**src/common/eeprom_cfg.svh**
```systemverilog
`ifndef EEPROM_CFG_SVH
`define EEPROM_CFG_SVH

// 24C16 class part, 2048 bytes
`define EE_ADDR_W 11

// parallel bus and memory word
`define EE_DATA_W 8

// device type code, upper nibble of the control byte
`define EE_DEV_CODE 4'b1010

// CLK cycles per SCL bit period
`define EE_PHASES 4

`endif
```
**src/common/eeprom_pkg.sv**
```systemverilog
`default_nettype none

package eeprom_pkg;

    // main transaction FSM, one-hot
    typedef enum logic [10:0] {
        st_idle        = 11'b000_0000_0001,
        st_ready       = 11'b000_0000_0010,
        st_write_start = 11'b000_0000_0100,
        st_ctrl_write  = 11'b000_0000_1000,
        st_addr_write  = 11'b000_0001_0000,
        st_data_write  = 11'b000_0010_0000,
        st_read_start  = 11'b000_0100_0000,
        st_ctrl_read   = 11'b000_1000_0000,
        st_data_read   = 11'b001_0000_0000,
        st_stop        = 11'b010_0000_0000,
        st_ackn        = 11'b100_0000_0000
    } main_state_t;

    // operations handed to the serial bit engine
    typedef enum logic [1:0] {
        op_start = 2'd0, // start or repeated start
        op_stop  = 2'd1,
        op_wbyte = 2'd2, // 8 bits out, slave ack in
        op_rbyte = 2'd3  // 8 bits in, master ack/nack out
    } bit_op_t;

endpackage

`default_nettype wire

```
**src/eeprom_wr/serial_bit_engine.sv**
```systemverilog
`default_nettype none
`include "eeprom_cfg.svh"

module serial_bit_engine
    import eeprom_pkg::*;
(
    input  wire                   CLK,
    input  wire                   RESET,
    input  wire                   op_go,
    input  wire bit_op_t          op,
    input  wire [`EE_DATA_W-1:0]  tx_byte,
    input  wire                   master_nack,
    input  wire                   sda_in,
    output logic                  op_done,
    output logic                  slave_nack,
    output logic [`EE_DATA_W-1:0] rx_byte,
    output logic                  scl,
    output logic                  sda_drive_low
);

    localparam int PH_W = $clog2(`EE_PHASES);

    localparam logic [PH_W-1:0] PH_RISE   = PH_W'(1);
    localparam logic [PH_W-1:0] PH_SAMPLE = PH_W'(2);
    localparam logic [PH_W-1:0] PH_LAST   = PH_W'(`EE_PHASES - 1);
    localparam logic [3:0]      ACK_BIT   = 4'(`EE_DATA_W);

    logic                  busy;
    bit_op_t               cur_op;
    logic                  mn_q;
    logic [PH_W-1:0]       phase;
    logic [3:0]            bit_cnt;
    logic [3:0]            last_bit;
    logic [`EE_DATA_W-1:0] shreg;

    // start/stop are a single bit period, bytes carry the ack bit
    assign last_bit = (cur_op == op_wbyte || cur_op == op_rbyte) ? ACK_BIT : 4'd0;
    assign rx_byte  = shreg;

    // SDA level set at phase 0 of a bit
    function automatic logic bit_drive(
        input bit_op_t    o,
        input logic [3:0] b,
        input logic       d_msb,
        input logic       mn
    );
        logic drv;
        case (o)
            op_start: drv = 1'b0;   // release, SDA high before the start edge
            op_stop:  drv = 1'b1;   // low, so it can rise while SCL is high
            op_wbyte: drv = (b < ACK_BIT) ? ~d_msb : 1'b0;
            default:  drv = (b < ACK_BIT) ? 1'b0 : ~mn;
        endcase
        return drv;
    endfunction

    always_ff @(posedge CLK) begin
        if (RESET) begin
            busy          <= 1'b0;
            cur_op        <= op_start;
            mn_q          <= 1'b1;
            phase         <= '0;
            bit_cnt       <= '0;
            op_done       <= 1'b0;
            slave_nack    <= 1'b0;
            scl           <= 1'b1; // idle bus
            sda_drive_low <= 1'b0;
        end else begin
            op_done <= 1'b0;
            if (!busy) begin
                if (op_go) begin
                    busy          <= 1'b1;
                    cur_op        <= op;
                    mn_q          <= master_nack;
                    phase         <= '0;
                    bit_cnt       <= '0;
                    scl           <= 1'b0;
                    sda_drive_low <= bit_drive(op, 4'd0, tx_byte[`EE_DATA_W-1], master_nack);
                end
            end else if (phase == PH_LAST) begin
                phase <= '0;
                if (bit_cnt == last_bit) begin
                    busy    <= 1'b0;
                    op_done <= 1'b1;
                    scl     <= (cur_op == op_stop); // low inside a transaction
                end else begin
                    bit_cnt       <= bit_cnt + 4'd1;
                    scl           <= 1'b0;
                    sda_drive_low <= bit_drive(cur_op, bit_cnt + 4'd1,
                                               shreg[`EE_DATA_W-2], mn_q);
                end
            end else begin
                phase <= phase + PH_W'(1);
                scl   <= 1'b1;
                if (phase == PH_RISE) begin
                    // SDA edge while SCL high
                    if (cur_op == op_start) begin
                        sda_drive_low <= 1'b1;
                    end else if (cur_op == op_stop) begin
                        sda_drive_low <= 1'b0;
                    end
                end
                if (phase == PH_SAMPLE && cur_op == op_wbyte && bit_cnt == ACK_BIT) begin
                    slave_nack <= sda_in; // high means no ack
                end
            end
        end
    end

    // tx bits leave MSB first, rx bits enter at the LSB
    always_ff @(posedge CLK) begin
        if (!busy && op_go) begin
            shreg <= tx_byte;
        end else if (busy && bit_cnt < ACK_BIT) begin
            if (cur_op == op_wbyte && phase == PH_LAST) begin
                shreg <= {shreg[`EE_DATA_W-2:0], 1'b0};
            end else if (cur_op == op_rbyte && phase == PH_SAMPLE) begin
                shreg <= {shreg[`EE_DATA_W-2:0], sda_in};
            end
        end
    end

endmodule

`default_nettype wire

```
**config.mk**
```make
export PLATFORM = sky130hd
export DESIGN_NAME = serial_bit_engine
export DESIGN_NICKNAME = d
export VERILOG_FILES = /design/src/common/eeprom_pkg.sv /design/src/eeprom_wr/serial_bit_engine.sv
export VERILOG_INCLUDE_DIRS = /design/src /design/src/common
export SDC_FILE = /design/constraint.sdc
export NUM_CORES = 1
export LEC_CHECK = 0
export BUFFER_PORTS_ARGS = -buffer_cell sky130_fd_sc_hd__buf_4
export CORE_AREA = 3 3 62 64
export CTS_BUF_LIST = sky130_fd_sc_hd__clkbuf_4 sky130_fd_sc_hd__clkbuf_8
export DETAILED_ROUTE_END_ITERATION = 8
export DIE_AREA = 0 0 65 67
export GPL_ROUTABILITY_DRIVEN = 1
export PLACE_DENSITY_LB_ADDON = 0.25
export SYNTH_ARGS = -nofsm -noshare
export SYNTH_HDL_FRONTEND = slang
export SYNTH_SLANG_ARGS = --single-unit
```
**constraint.sdc**
```tcl
create_clock -name CLK -period 3.1 [get_ports CLK]
set_input_delay 0.465 -clock CLK [delete_from_list [all_inputs] [get_ports CLK]]
set_output_delay 0.465 -clock CLK [all_outputs]
set_load 0.01 [all_outputs]
```
==> summary.md <==
| Metric | Value |
|---|---|
| Synth Flop Type | `dfxtp_1` |
| Initial antenna violation count | `0` |
| Ant. Diodes | `0` |
| Minimum clock period | `2.04 ns` |
| Overall Power | `0.000633 W` |
| CTS sink count | `22` |
| Synth area leader | `dfxtp_1` |
| Post-CTS Resized | `0` |
| Synth Instances | `132` |
| Tcrit/Tclk final | `65.7%` |
| P per Cell Area | `440 nW/µm²` |
| CTS tree | `yes` |
| Total track usage | `11.9%` |
| IO buf count | `26` |
| Crit Path Class | `reg2reg` |
| Routed length on met3 | `55 µm` |
| Skew-Pair Late Insertion Delay | `0.31 ns` |
| Mapped Area | `1150 µm²` |
| Grt ovf | `0` |
| Setup violators final | `0` |
| Synth cell types | `33` |
| Core Area | `3340 µm²` |
| Total CTS buffers | `3` |
| # Max-Cap Violations | `0` |
| Synth Area per Inst | `8.71 µm²` |
| Actual slew at the worst max-slew pin | `1.06 ns` |
| Final layout net count | `180` |
| DRC | `0` |
| Htree depth | `1` |
| Hold Path Class | `in2reg` |
| Final antenna-violating net count | `0` |
| Hold path startpoint | `master_nack` |
| First-pass GRT wire length | `3950 µm` |
| Metal2 WL | `1180 µm` |
| Vias in the first global route | `962` |
| Final Hold Viols | `0` |
| Mapped Nets | `153` |
| RSZ-0062 raised after global routing | `no` |
| Worst Path Required | `3.04 ns` |
| Die width | `65 µm` |
| Top sig layer | `met4` |
| Initial core utilization | `34.5%` |
| Layout filler cell count | `357` |
| Root buffer cell | `clkbuf_4` |
| Met1 wire length | `1090 µm` |
| Via count | `948` |
| Fraction of layout cells with a size suffix above 1 | `22.8%` |
| Worst vdd ir | `151 µV` |
| Dpl hpwl | `1810 µm` |
| Rows | `21` |
| Element type at the critical path end | `flop` |
| EDFF count, synth | `8` |
| Reg clk slew, reported paths | `0.13 ns` |
| Largest net degree at the start of global routing | `16` |
| Most frequent cell after synthesis | `nand2_1` |
| First-pass iteration count of the detailed router | `4` |
| Clock Skew | `0.00990 ns` |
| Reg2Reg Launch Point | `phase[0]` |
| Drt initial violations | `17` |
| TNS Setup | `0 ns` |
| Max Slew Vio Count | `0` |
| Drt wl/cell | `11.5 µm` |
| Area Overhead vs Synth | `25.1%` |
| Share of Yosys cell area claimed by the top area cell type | `24.4%` |
| Crit Path Max Fanout | `8` |
| Synth area leaders | `dfxtp_1 24%, edfxtp_1 21%, nand2_1 11%` |
| Via density | `4.65` |
| I/O pin count | `27` |
| Outcome | `completed` |
| Routed WL | `2340 µm` |
| Rel. slew slack | `28.8%` |
| Die height | `67 µm` |
| Die Area | `4360 µm²` |
| Worst setup SP type | `flop` |
| Register area share after synthesis | `45.3%` |
| Max Buffers Root-to-Sink | `2` |
| Fmax | `491 MHz` |
| FF+latch count, synth | `22` |
| Hold buffer count at cts | `0` |
| Ys async rst share | `0%` |
| Critical Path Start | `phase[0]` |
| Post-CTS setup buffer count | `0` |
| Leak pwr | `0.615 nW` |
| RePlAce Congestion | `0.815` |
| Synth top cells by count | `35 x nand2_1, 14 x dfxtp_1, 8 x edfxtp_1, 8 x inv_1, 8 x nor2_1` |
| WP data arrival | `1.98 ns` |
| Synth Warn # | `0` |
==> per-layer routing <==
layer  vias up  GRT usage, %
li1        500             -
met1       430          13.4
met2        16          19.9
met3         2          3.71
met4         0          6.33
met5         -             0
==> report_power, final <==
| group | total, W | switching (W) | internal (W) | leakage (nW) |
|---|---|---|---|---|
| combinational | 0.0000830 | 0.0000418 | 0.0000412 | 0.395 |
| clock | 0.000221 | 0.0000906 | 0.000131 | 0.0279 |
| sequential | 0.000329 | 0.0000118 | 0.000317 | 0.191 |
==> state kept, by name, indices dropped and copies added (netlist names), 2 cells and up <==
name	count
phase	2
cur_op	2
bit_cnt	4
rx_byte	8
==> worst max-delay path, cell delays in order, from the launching register on <==
cell and delay, ns:
dfxtp_1 0.43, ha_1 0.30, mux2i_1 0.10, o21ai_0 0.84
==> stage by stage <==
| step | hold WS [ns] | cells | worst slack (ns) | utilization [%] | instance area, µm² |
|---|---|---|---|---|---|
| after global placement | 0.454 | 200 | 1.09 | 41.5 | 1390 |
| after detailed placement | 0.462 | 200 | 1.06 | 41.5 | 1390 |
| after global routing | 0.356 | 204 | 0.878 | 43.1 | 1440 |
| after CTS | 0.363 | 204 | 1.02 | 43.1 | 1440 |
| after floorplan | 0.429 | 132 | 1.38 | - | 1150 |
| final | 0.372 | 204 | 1.06 | 43.1 | 1440 |
==> worst paths after layout <==
kind | to | slack (ns) | depth (start not counted)
hold reg to reg | mn_q | 0.48 | 2
setup reg to reg | rx_byte[4] | 1.06 | 3
hold / removal | mn_q | 0.37 | 3
setup / recovery | rx_byte[4] | 1.06 | 3
==> cell type report <==
cell class / count / area (µm²) / area share, %
timing repair buffer: 27 / 203 / 14.1
sequential: 22 / 520 / 36.2
inverter: 8 / 30.0 / 2.09
clock inverter: 1 / 30.0 / 2.09
tap: 46 / 57.6 / 4.00
multi-input combinational: 97 / 576 / 40.0
clock buffer: 3 / 22.5 / 1.57
==> placed cells by master, fill, tap and decap left out, types with 4 or more instances in the layout <==
cell type,n
inv_1,8
dfxtp_1,14
nor3_1,4
nand2_1,35
edfxtp_1,8
buf_4,27
a21oi_1,7
nor2_1,8
ha_1,6
nand3b_1,4
o21ai_0,4
==> cell families after synthesis <==
family | share of synthesized area (%)
xor gates and xnor gates | 2.29
adders and majority gates | 6.53
and+or+nand+nor | 27.9
buffers and inverters | 4.68
AOI/OAI and AO/OA | 10.8
DFF | 45.3
muxes | 2.61
No activity file was read; power rests on OpenSTA's default activity.
