<file path="config.mk">
export PLATFORM = sky130hd
export DESIGN_NAME = eeprom_wr
export DESIGN_NICKNAME = d
export VERILOG_FILES = /design/src/common/eeprom_pkg.sv /design/src/eeprom_wr/eeprom_wr.sv
export VERILOG_INCLUDE_DIRS = /design/src /design/src/common
export SDC_FILE = /design/constraint.sdc
export NUM_CORES = 1
export LEC_CHECK = 0
export BUFFER_PORTS_ARGS = -buffer_cell sky130_fd_sc_hd__buf_4
export CAP_MARGIN = 20
export CELL_PAD_IN_SITES_DETAIL_PLACEMENT = 2
export CELL_PAD_IN_SITES_GLOBAL_PLACEMENT = 2
export CORE_MARGIN = 3
export CORE_UTILIZATION = 32
export DETAILED_ROUTE_END_ITERATION = 12
export PLACE_DENSITY = 0.86
export RECOVER_POWER = 25
export SYNTH_ARGS = -nofsm -noshare
export SYNTH_HDL_FRONTEND = slang
export SYNTH_SLANG_ARGS = --single-unit
</file>
<file path="constraint.sdc">
create_clock -name CLK -period 2.4 [get_ports CLK]
set_input_delay 0.36 -clock CLK [delete_from_list [all_inputs] [get_ports CLK]]
set_output_delay 0.36 -clock CLK [all_outputs]
set_load 0.02 [all_outputs]
</file>
<file path="src/common/eeprom_cfg.svh">
`ifndef EEPROM_CFG_SVH
`define EEPROM_CFG_SVH

// 24C16 class part, 2048 bytes
`define EE_ADDR_W 11

// parallel bus and memory word
`define EE_DATA_W 8

// device type code, upper nibble of the control byte
`define EE_DEV_CODE 4'b1010

// CLK cycles per SCL bit period
`define EE_PHASES 4

`endif
</file>
<file path="src/common/eeprom_pkg.sv">
`default_nettype none

package eeprom_pkg;

    // main transaction FSM, one-hot
    typedef enum logic [10:0] {
        st_idle        = 11'b000_0000_0001,
        st_ready       = 11'b000_0000_0010,
        st_write_start = 11'b000_0000_0100,
        st_ctrl_write  = 11'b000_0000_1000,
        st_addr_write  = 11'b000_0001_0000,
        st_data_write  = 11'b000_0010_0000,
        st_read_start  = 11'b000_0100_0000,
        st_ctrl_read   = 11'b000_1000_0000,
        st_data_read   = 11'b001_0000_0000,
        st_stop        = 11'b010_0000_0000,
        st_ackn        = 11'b100_0000_0000
    } main_state_t;

    // operations handed to the serial bit engine
    typedef enum logic [1:0] {
        op_start = 2'd0, // start or repeated start
        op_stop  = 2'd1,
        op_wbyte = 2'd2, // 8 bits out, slave ack in
        op_rbyte = 2'd3  // 8 bits in, master ack/nack out
    } bit_op_t;

endpackage

`default_nettype wire

</file>
<file path="src/eeprom_wr/eeprom_wr.sv">
`default_nettype none
`include "eeprom_cfg.svh"

module eeprom_wr
    import eeprom_pkg::*;
(
    input  wire                   CLK,
    input  wire                   RESET,
    input  wire                   wr,
    input  wire                   rd,
    input  wire [`EE_ADDR_W-1:0]  addr,
    input  wire [`EE_DATA_W-1:0]  wr_data,
    input  wire                   op_done,
    input  wire                   slave_nack,
    input  wire [`EE_DATA_W-1:0]  rx_byte,
    output logic [`EE_DATA_W-1:0] rd_data,
    output logic                  rd_data_en,
    output logic                  ack,
    output logic                  nack,
    output logic                  op_go,
    output bit_op_t               op,
    output logic [`EE_DATA_W-1:0] tx_byte,
    output logic                  master_nack
);

    main_state_t state;

    logic                  rd_flag;   // latched read request
    logic                  nack_seen;
    logic [`EE_ADDR_W-1:0] addr_q;
    logic [`EE_DATA_W-1:0] wdata_q;
    logic [`EE_DATA_W-1:0] ctrl_wr;
    logic [`EE_DATA_W-1:0] ctrl_rd;
    logic                  strobe_ok;

    assign strobe_ok = (state == st_idle) && (wr || rd);

    // device code, block select, r/w bit
    assign ctrl_wr = {`EE_DEV_CODE, addr_q[`EE_ADDR_W-1:`EE_DATA_W], 1'b0};
    assign ctrl_rd = {`EE_DEV_CODE, addr_q[`EE_ADDR_W-1:`EE_DATA_W], 1'b1};

    // random read fetches a single byte, so always NACK it
    assign master_nack = 1'b1;

    // op and byte follow the state entered with op_go
    always_comb begin
        op      = op_start;
        tx_byte = ctrl_wr;
        case (state)
            st_write_start,
            st_read_start:  op = op_start;
            st_ctrl_write:  op = op_wbyte;
            st_addr_write: begin
                op      = op_wbyte;
                tx_byte = addr_q[`EE_DATA_W-1:0]; // word address
            end
            st_data_write: begin
                op      = op_wbyte;
                tx_byte = wdata_q;
            end
            st_ctrl_read: begin
                op      = op_wbyte;
                tx_byte = ctrl_rd;
            end
            st_data_read:   op = op_rbyte;
            st_stop:        op = op_stop;
            default:        op = op_start;
        endcase
    end

    always_ff @(posedge CLK) begin
        if (RESET) begin
            state      <= st_idle;
            rd_flag    <= 1'b0;
            nack_seen  <= 1'b0;
            rd_data_en <= 1'b0;
            ack        <= 1'b0;
            nack       <= 1'b0;
            op_go      <= 1'b0;
        end else begin
            op_go <= 1'b0;
            ack   <= 1'b0;
            case (state)
                st_idle: begin
                    rd_data_en <= 1'b0; // drops the cycle after ack
                    if (strobe_ok) begin
                        rd_flag   <= !wr; // wr wins
                        nack      <= 1'b0;
                        nack_seen <= 1'b0;
                        state     <= st_ready;
                    end
                end
                st_ready: begin
                    op_go <= 1'b1;
                    state <= st_write_start;
                end
                st_write_start: begin
                    if (op_done) begin
                        op_go <= 1'b1;
                        state <= st_ctrl_write;
                    end
                end
                st_ctrl_write: begin
                    if (op_done) begin
                        op_go <= 1'b1;
                        if (slave_nack) begin
                            nack_seen <= 1'b1;
                            state     <= st_stop;
                        end else begin
                            state <= st_addr_write;
                        end
                    end
                end
                st_addr_write: begin
                    if (op_done) begin
                        op_go <= 1'b1;
                        if (slave_nack) begin
                            nack_seen <= 1'b1;
                            state     <= st_stop;
                        end else if (rd_flag) begin
                            state <= st_read_start; // repeated start
                        end else begin
                            state <= st_data_write;
                        end
                    end
                end
                st_data_write: begin
                    if (op_done) begin
                        op_go     <= 1'b1;
                        nack_seen <= slave_nack;
                        state     <= st_stop;
                    end
                end
                st_read_start: begin
                    if (op_done) begin
                        op_go <= 1'b1;
                        state <= st_ctrl_read;
                    end
                end
                st_ctrl_read: begin
                    if (op_done) begin
                        op_go <= 1'b1;
                        if (slave_nack) begin
                            nack_seen <= 1'b1;
                            state     <= st_stop;
                        end else begin
                            state <= st_data_read;
                        end
                    end
                end
                st_data_read: begin
                    if (op_done) begin
                        rd_data_en <= 1'b1; // byte now on offer
                        op_go      <= 1'b1;
                        state      <= st_stop;
                    end
                end
                st_stop: begin
                    if (op_done) begin
                        state <= st_ackn;
                    end
                end
                st_ackn: begin
                    ack   <= 1'b1;
                    nack  <= nack_seen;
                    state <= st_idle;
                end
                default: state <= st_idle;
            endcase
        end
    end

    // request and read payload
    always_ff @(posedge CLK) begin
        if (strobe_ok) begin
            addr_q  <= addr;
            wdata_q <= wr_data;
        end
        if (state == st_data_read && op_done) begin
            rd_data <= rx_byte;
        end
    end

endmodule

`default_nettype wire

</file>
==> implementation parameters <==
Parameter                              Value

Layout
  Utilization after layout    43.4%
  Final Net Count    roughly 260
  Fillers    634
  Share of final-layout standard cells stronger than drive strength 1    37.2%
  # diodes    0
  Area overhead of the layout relative to synthesis    30.7%

Clock network
  Total number of H-tree levels    2
  Insertion delay to the later sink of the worst-skew pair    0.30 ns
  Number of buffers created by CTS    5
  CTS Hold Bufs    0
  Num Clock Sinks    44
  Clock input transition at the sequential cells of the worst setup and hold paths    ~0.08 ns
  Root Buffer    sky130_fd_sc_hd__clkbuf_8
  TritonCTS clock tree    done
  Clk buf depth    2

Yosys
  Synth Net Count    ~200
  Cell with the most instances after synthesis    sky130_fd_sc_hd__edfxtp_1
  Dominant synthesized flop cell    sky130_fd_sc_hd__edfxtp_1
  Top cells by count, synth    27 x sky130_fd_sc_hd__edfxtp_1, 22 x sky130_fd_sc_hd__nand2_1, 17 x sky130_fd_sc_hd__dfxtp_1
  Top cell type by total area after synthesis    sky130_fd_sc_hd__edfxtp_1
  Leading cell types by total area after synthesis    sky130_fd_sc_hd__edfxtp_1 41%, sky130_fd_sc_hd__dfxtp_1 17%, sky130_fd_sc_hd__nand2_1 4.2%
  Count of mapped cells out of synthesis    168
  Async set-reset flop share out of synthesis    0%
  Synthesis Warnings    0
  Count of flip-flops with a built-in enable after synthesis    27
  Average size of a mapped cell    11.8 um2
  Area of the mapped netlist    around 0.0020 mm2
  Portion of the post-synthesis area used by sequential elements    58.2%
  Number of different library cells in the post-synthesis netlist    42
  Share of the synthesized area in the top cell type    41.0%
  Post-synthesis register bit count    44

Placed design
  Pre-CTS setup slack    about 0.27 ns
  Port bufs    between 50 and 60
  GPL Wtd Cong    between 0.8 and 0.9
  Sum of net half-perimeters after detailed placement    4.11 mm

Routing
  Drt wl/cell    about 18 um
  Highest signal layer in the routed design    met4
  Met2 wire length    slightly below 3 mm
  Via density    ~5.2
  Iteration-0 DRC count of the detailed router    79
  Final wirelength    5.52 mm
  Length of routed met3 wiring    220 um
  Antenna viol nets, final    0
  Routed length on met1    2.28 mm
  Number of iterations in the first detailed-routing pass    4
  Drc violations    0
  Overall via count from detail_route    1571

Die
  Height of the die    84.6 um
  Initial Util    33.2%
  Row Count    28
  Placeable core region    0.00596 mm2
  Horiz. Die Dim    84.6 um
  Die area    0.00716 mm2
  Number of ports placed on the die boundary    56

Power and ir drop
  Max IR drop VDD    0.000447 V
  Leakage dissipation    1.02 nW
  Total power per unit cell area    660 mW/mm2

Critical path
  Series of cell instances along the critical path    or4_4 -> nor4b_4 -> nor2_1 -> nand2_1 -> buf_4
  Startpoint kind of the worst setup timing path    flop
  Family of cells with the greatest summed delay on the critical path    simple AND/OR/NAND/NOR gates
  End of the worst register-to-register path    state[5]
  Crit path largest cell delay    0.59 ns
  Worst R2R Setup Slack    0.43 ns
  Type of the worst setup path    reg -> out
  Crit Path Max Fanout    10
  Bufs and invs on worst path    1
  Endpoint type of the worst setup path    primary output
  Startpoint of the lowest-slack register-to-register path    state[6]
  Critical path arrival    1.93 ns
  Register-to-Register Path Depth    5
  Required time reported for the critical path endpoint    2.04 ns
  Slowest cell on crit path    sky130_fd_sc_hd__or4_4

Timing
  Sum of negative setup slack    0 ns
  Number of endpoints failing setup at the final stage    0
  Worst Max-Slew Pin Slew    about 0.53 ns
  Worst rel slew slack    64.2%
  Min Clock Period, post-route    2.29 ns
  Final period utilization    95.4%
  Worst clock skew    0.00450 ns
  Setup repair after global routing missed its margin    false
  Worst path setup slack after routing    between 0.1 and 0.15 ns
  Final Hold Fails    0
  Achievable Freq    437 MHz
  Pins over their slew limit    0

Worst hold path
  Hold Path Sink    addr_q[0]
  Class of the worst hold path    in -> reg
  Count of cells along the worst hold path    1
  Start point of the worst min-delay path    addr[0]

Global routing
  Wire length of the first global-routing pass    9.06 mm
  Number of global-route vias before repair    between 1500 and 2000
  Maximum number of pins on one net before global-route repair    20
  GRT Total Usage    ~16%
  Remaining global-route overflow    0
  Antenna violations before repair    0

Run status
  Result of the run    completed

Job
  Reported max-cap violation count    0
[worst register-to-register path: cells and delay by family, from the launching register on]
family          cells  cell delay [ns]
simple gates        3             0.71
compound gates      1             0.34
mux                 1             0.24
flops               1             0.60
[flip-flops by register name, indices dropped and copies added (netlist names)]
name / count
addr_q: 11
state: 11
rd_data: 8
wdata_q: 8
ack: 1
nack: 1
nack_seen: 1
op_go: 1
rd_data_en: 1
rd_flag: 1
[how the worst max path moves through the flow]
stage | from | end | depth (start not counted)
6_report | state[0] | op[1] | 5
2_1_floorplan | state[8] | tx_byte[5] | 6
4_1_cts | state[1] | op[1] | 5
5_1_grt | state[0] | op[1] | 5
3_5_place_dp | state[8] | tx_byte[1] | 6
3_3_place_gp | state[8] | tx_byte[2] | 7
[report_power, final]
group / total (W) / internal [W] / leakage [nW] / switching (W)
combinational: 0.000200 / 0.0000891 / 0.563 / 0.000111
sequential: 0.000900 / 0.000869 / 0.394 / 0.0000307
clock: 0.000607 / 0.000341 / 0.0614 / 0.000267
[metal layers]
| layer | up-vias | GRT usage [%] |
|---|---|---|
| li1 | 743 | - |
| met1 | 781 | 19.3 |
| met2 | 45 | 29.5 |
| met3 | 2 | 3.83 |
| met4 | 0 | 4.32 |
| met5 | - | 0 |
[final cells by class]
class / instances / area [um2] / share of cell area [%]
flip-flops and latches: 44 / 1160 / 44.7
repair buffers: 60 / 450 / 17.4
clock inverters: 2 / 38.8 / 1.50
inverters: 3 / 11.3 / 0.435
multi-input cells: 111 / 753 / 29.1
clock buffers: 6 / 82.6 / 3.19
well taps: 75 / 93.8 / 3.63
[timing repair]
| action | in CTS | in global routing |
|---|---|---|
| buffers inserted | 0 | 0 |
| endpoints found under the setup margin | 7 | 9 |
| resized for setup | 4 | 5 |
| cloned | 0 | 0 |
| pin swaps | 0 | 1 |
[cell families (layout without fill, tap and decap cells)]
logic type	Yosys count	after routing	synth area share (%)
buffers and inverters	13	71	4.55
AO/OA/AOI/OAI	26	26	9.43
other	1	1	0.190
AND/OR/NAND/NOR	74	74	22.8
flip-flops	44	44	58.2
XOR/XNOR	4	4	1.77
multiplexers	6	6	3.04
[metrics by stage]
step                      area, um2  std cells  hold slack [ns]  total power, W
after floorplan                1980        168            0.457         0.00102
after global placement         2440        293            0.479         0.00110
after detailed placement       2440        293            0.498         0.00112
after CTS                      2570        301            0.215         0.00173
after global routing           2590        301            0.217         0.00178
final                          2590        301            0.231         0.00171
[cell usage in the layout (no fill, tap or decap), types with 3 or more instances in the layout]
master and n:
sky130_fd_sc_hd__buf_4 37, sky130_fd_sc_hd__edfxtp_1 27, sky130_fd_sc_hd__clkbuf_4 23, sky130_fd_sc_hd__nand2_1 22
sky130_fd_sc_hd__dfxtp_1 13, sky130_fd_sc_hd__nor2_1 11, sky130_fd_sc_hd__nor3_1 6, sky130_fd_sc_hd__nand4_1 6
sky130_fd_sc_hd__mux2i_1 6, sky130_fd_sc_hd__clkbuf_8 6, sky130_fd_sc_hd__a22oi_1 5, sky130_fd_sc_hd__o21ai_0 5
sky130_fd_sc_hd__o211ai_1 4, sky130_fd_sc_hd__nand3_1 4, sky130_fd_sc_hd__a21oi_1 4, sky130_fd_sc_hd__dfxtp_2 4
sky130_fd_sc_hd__nor4_1 3
(Power assumes the default switching activity.)
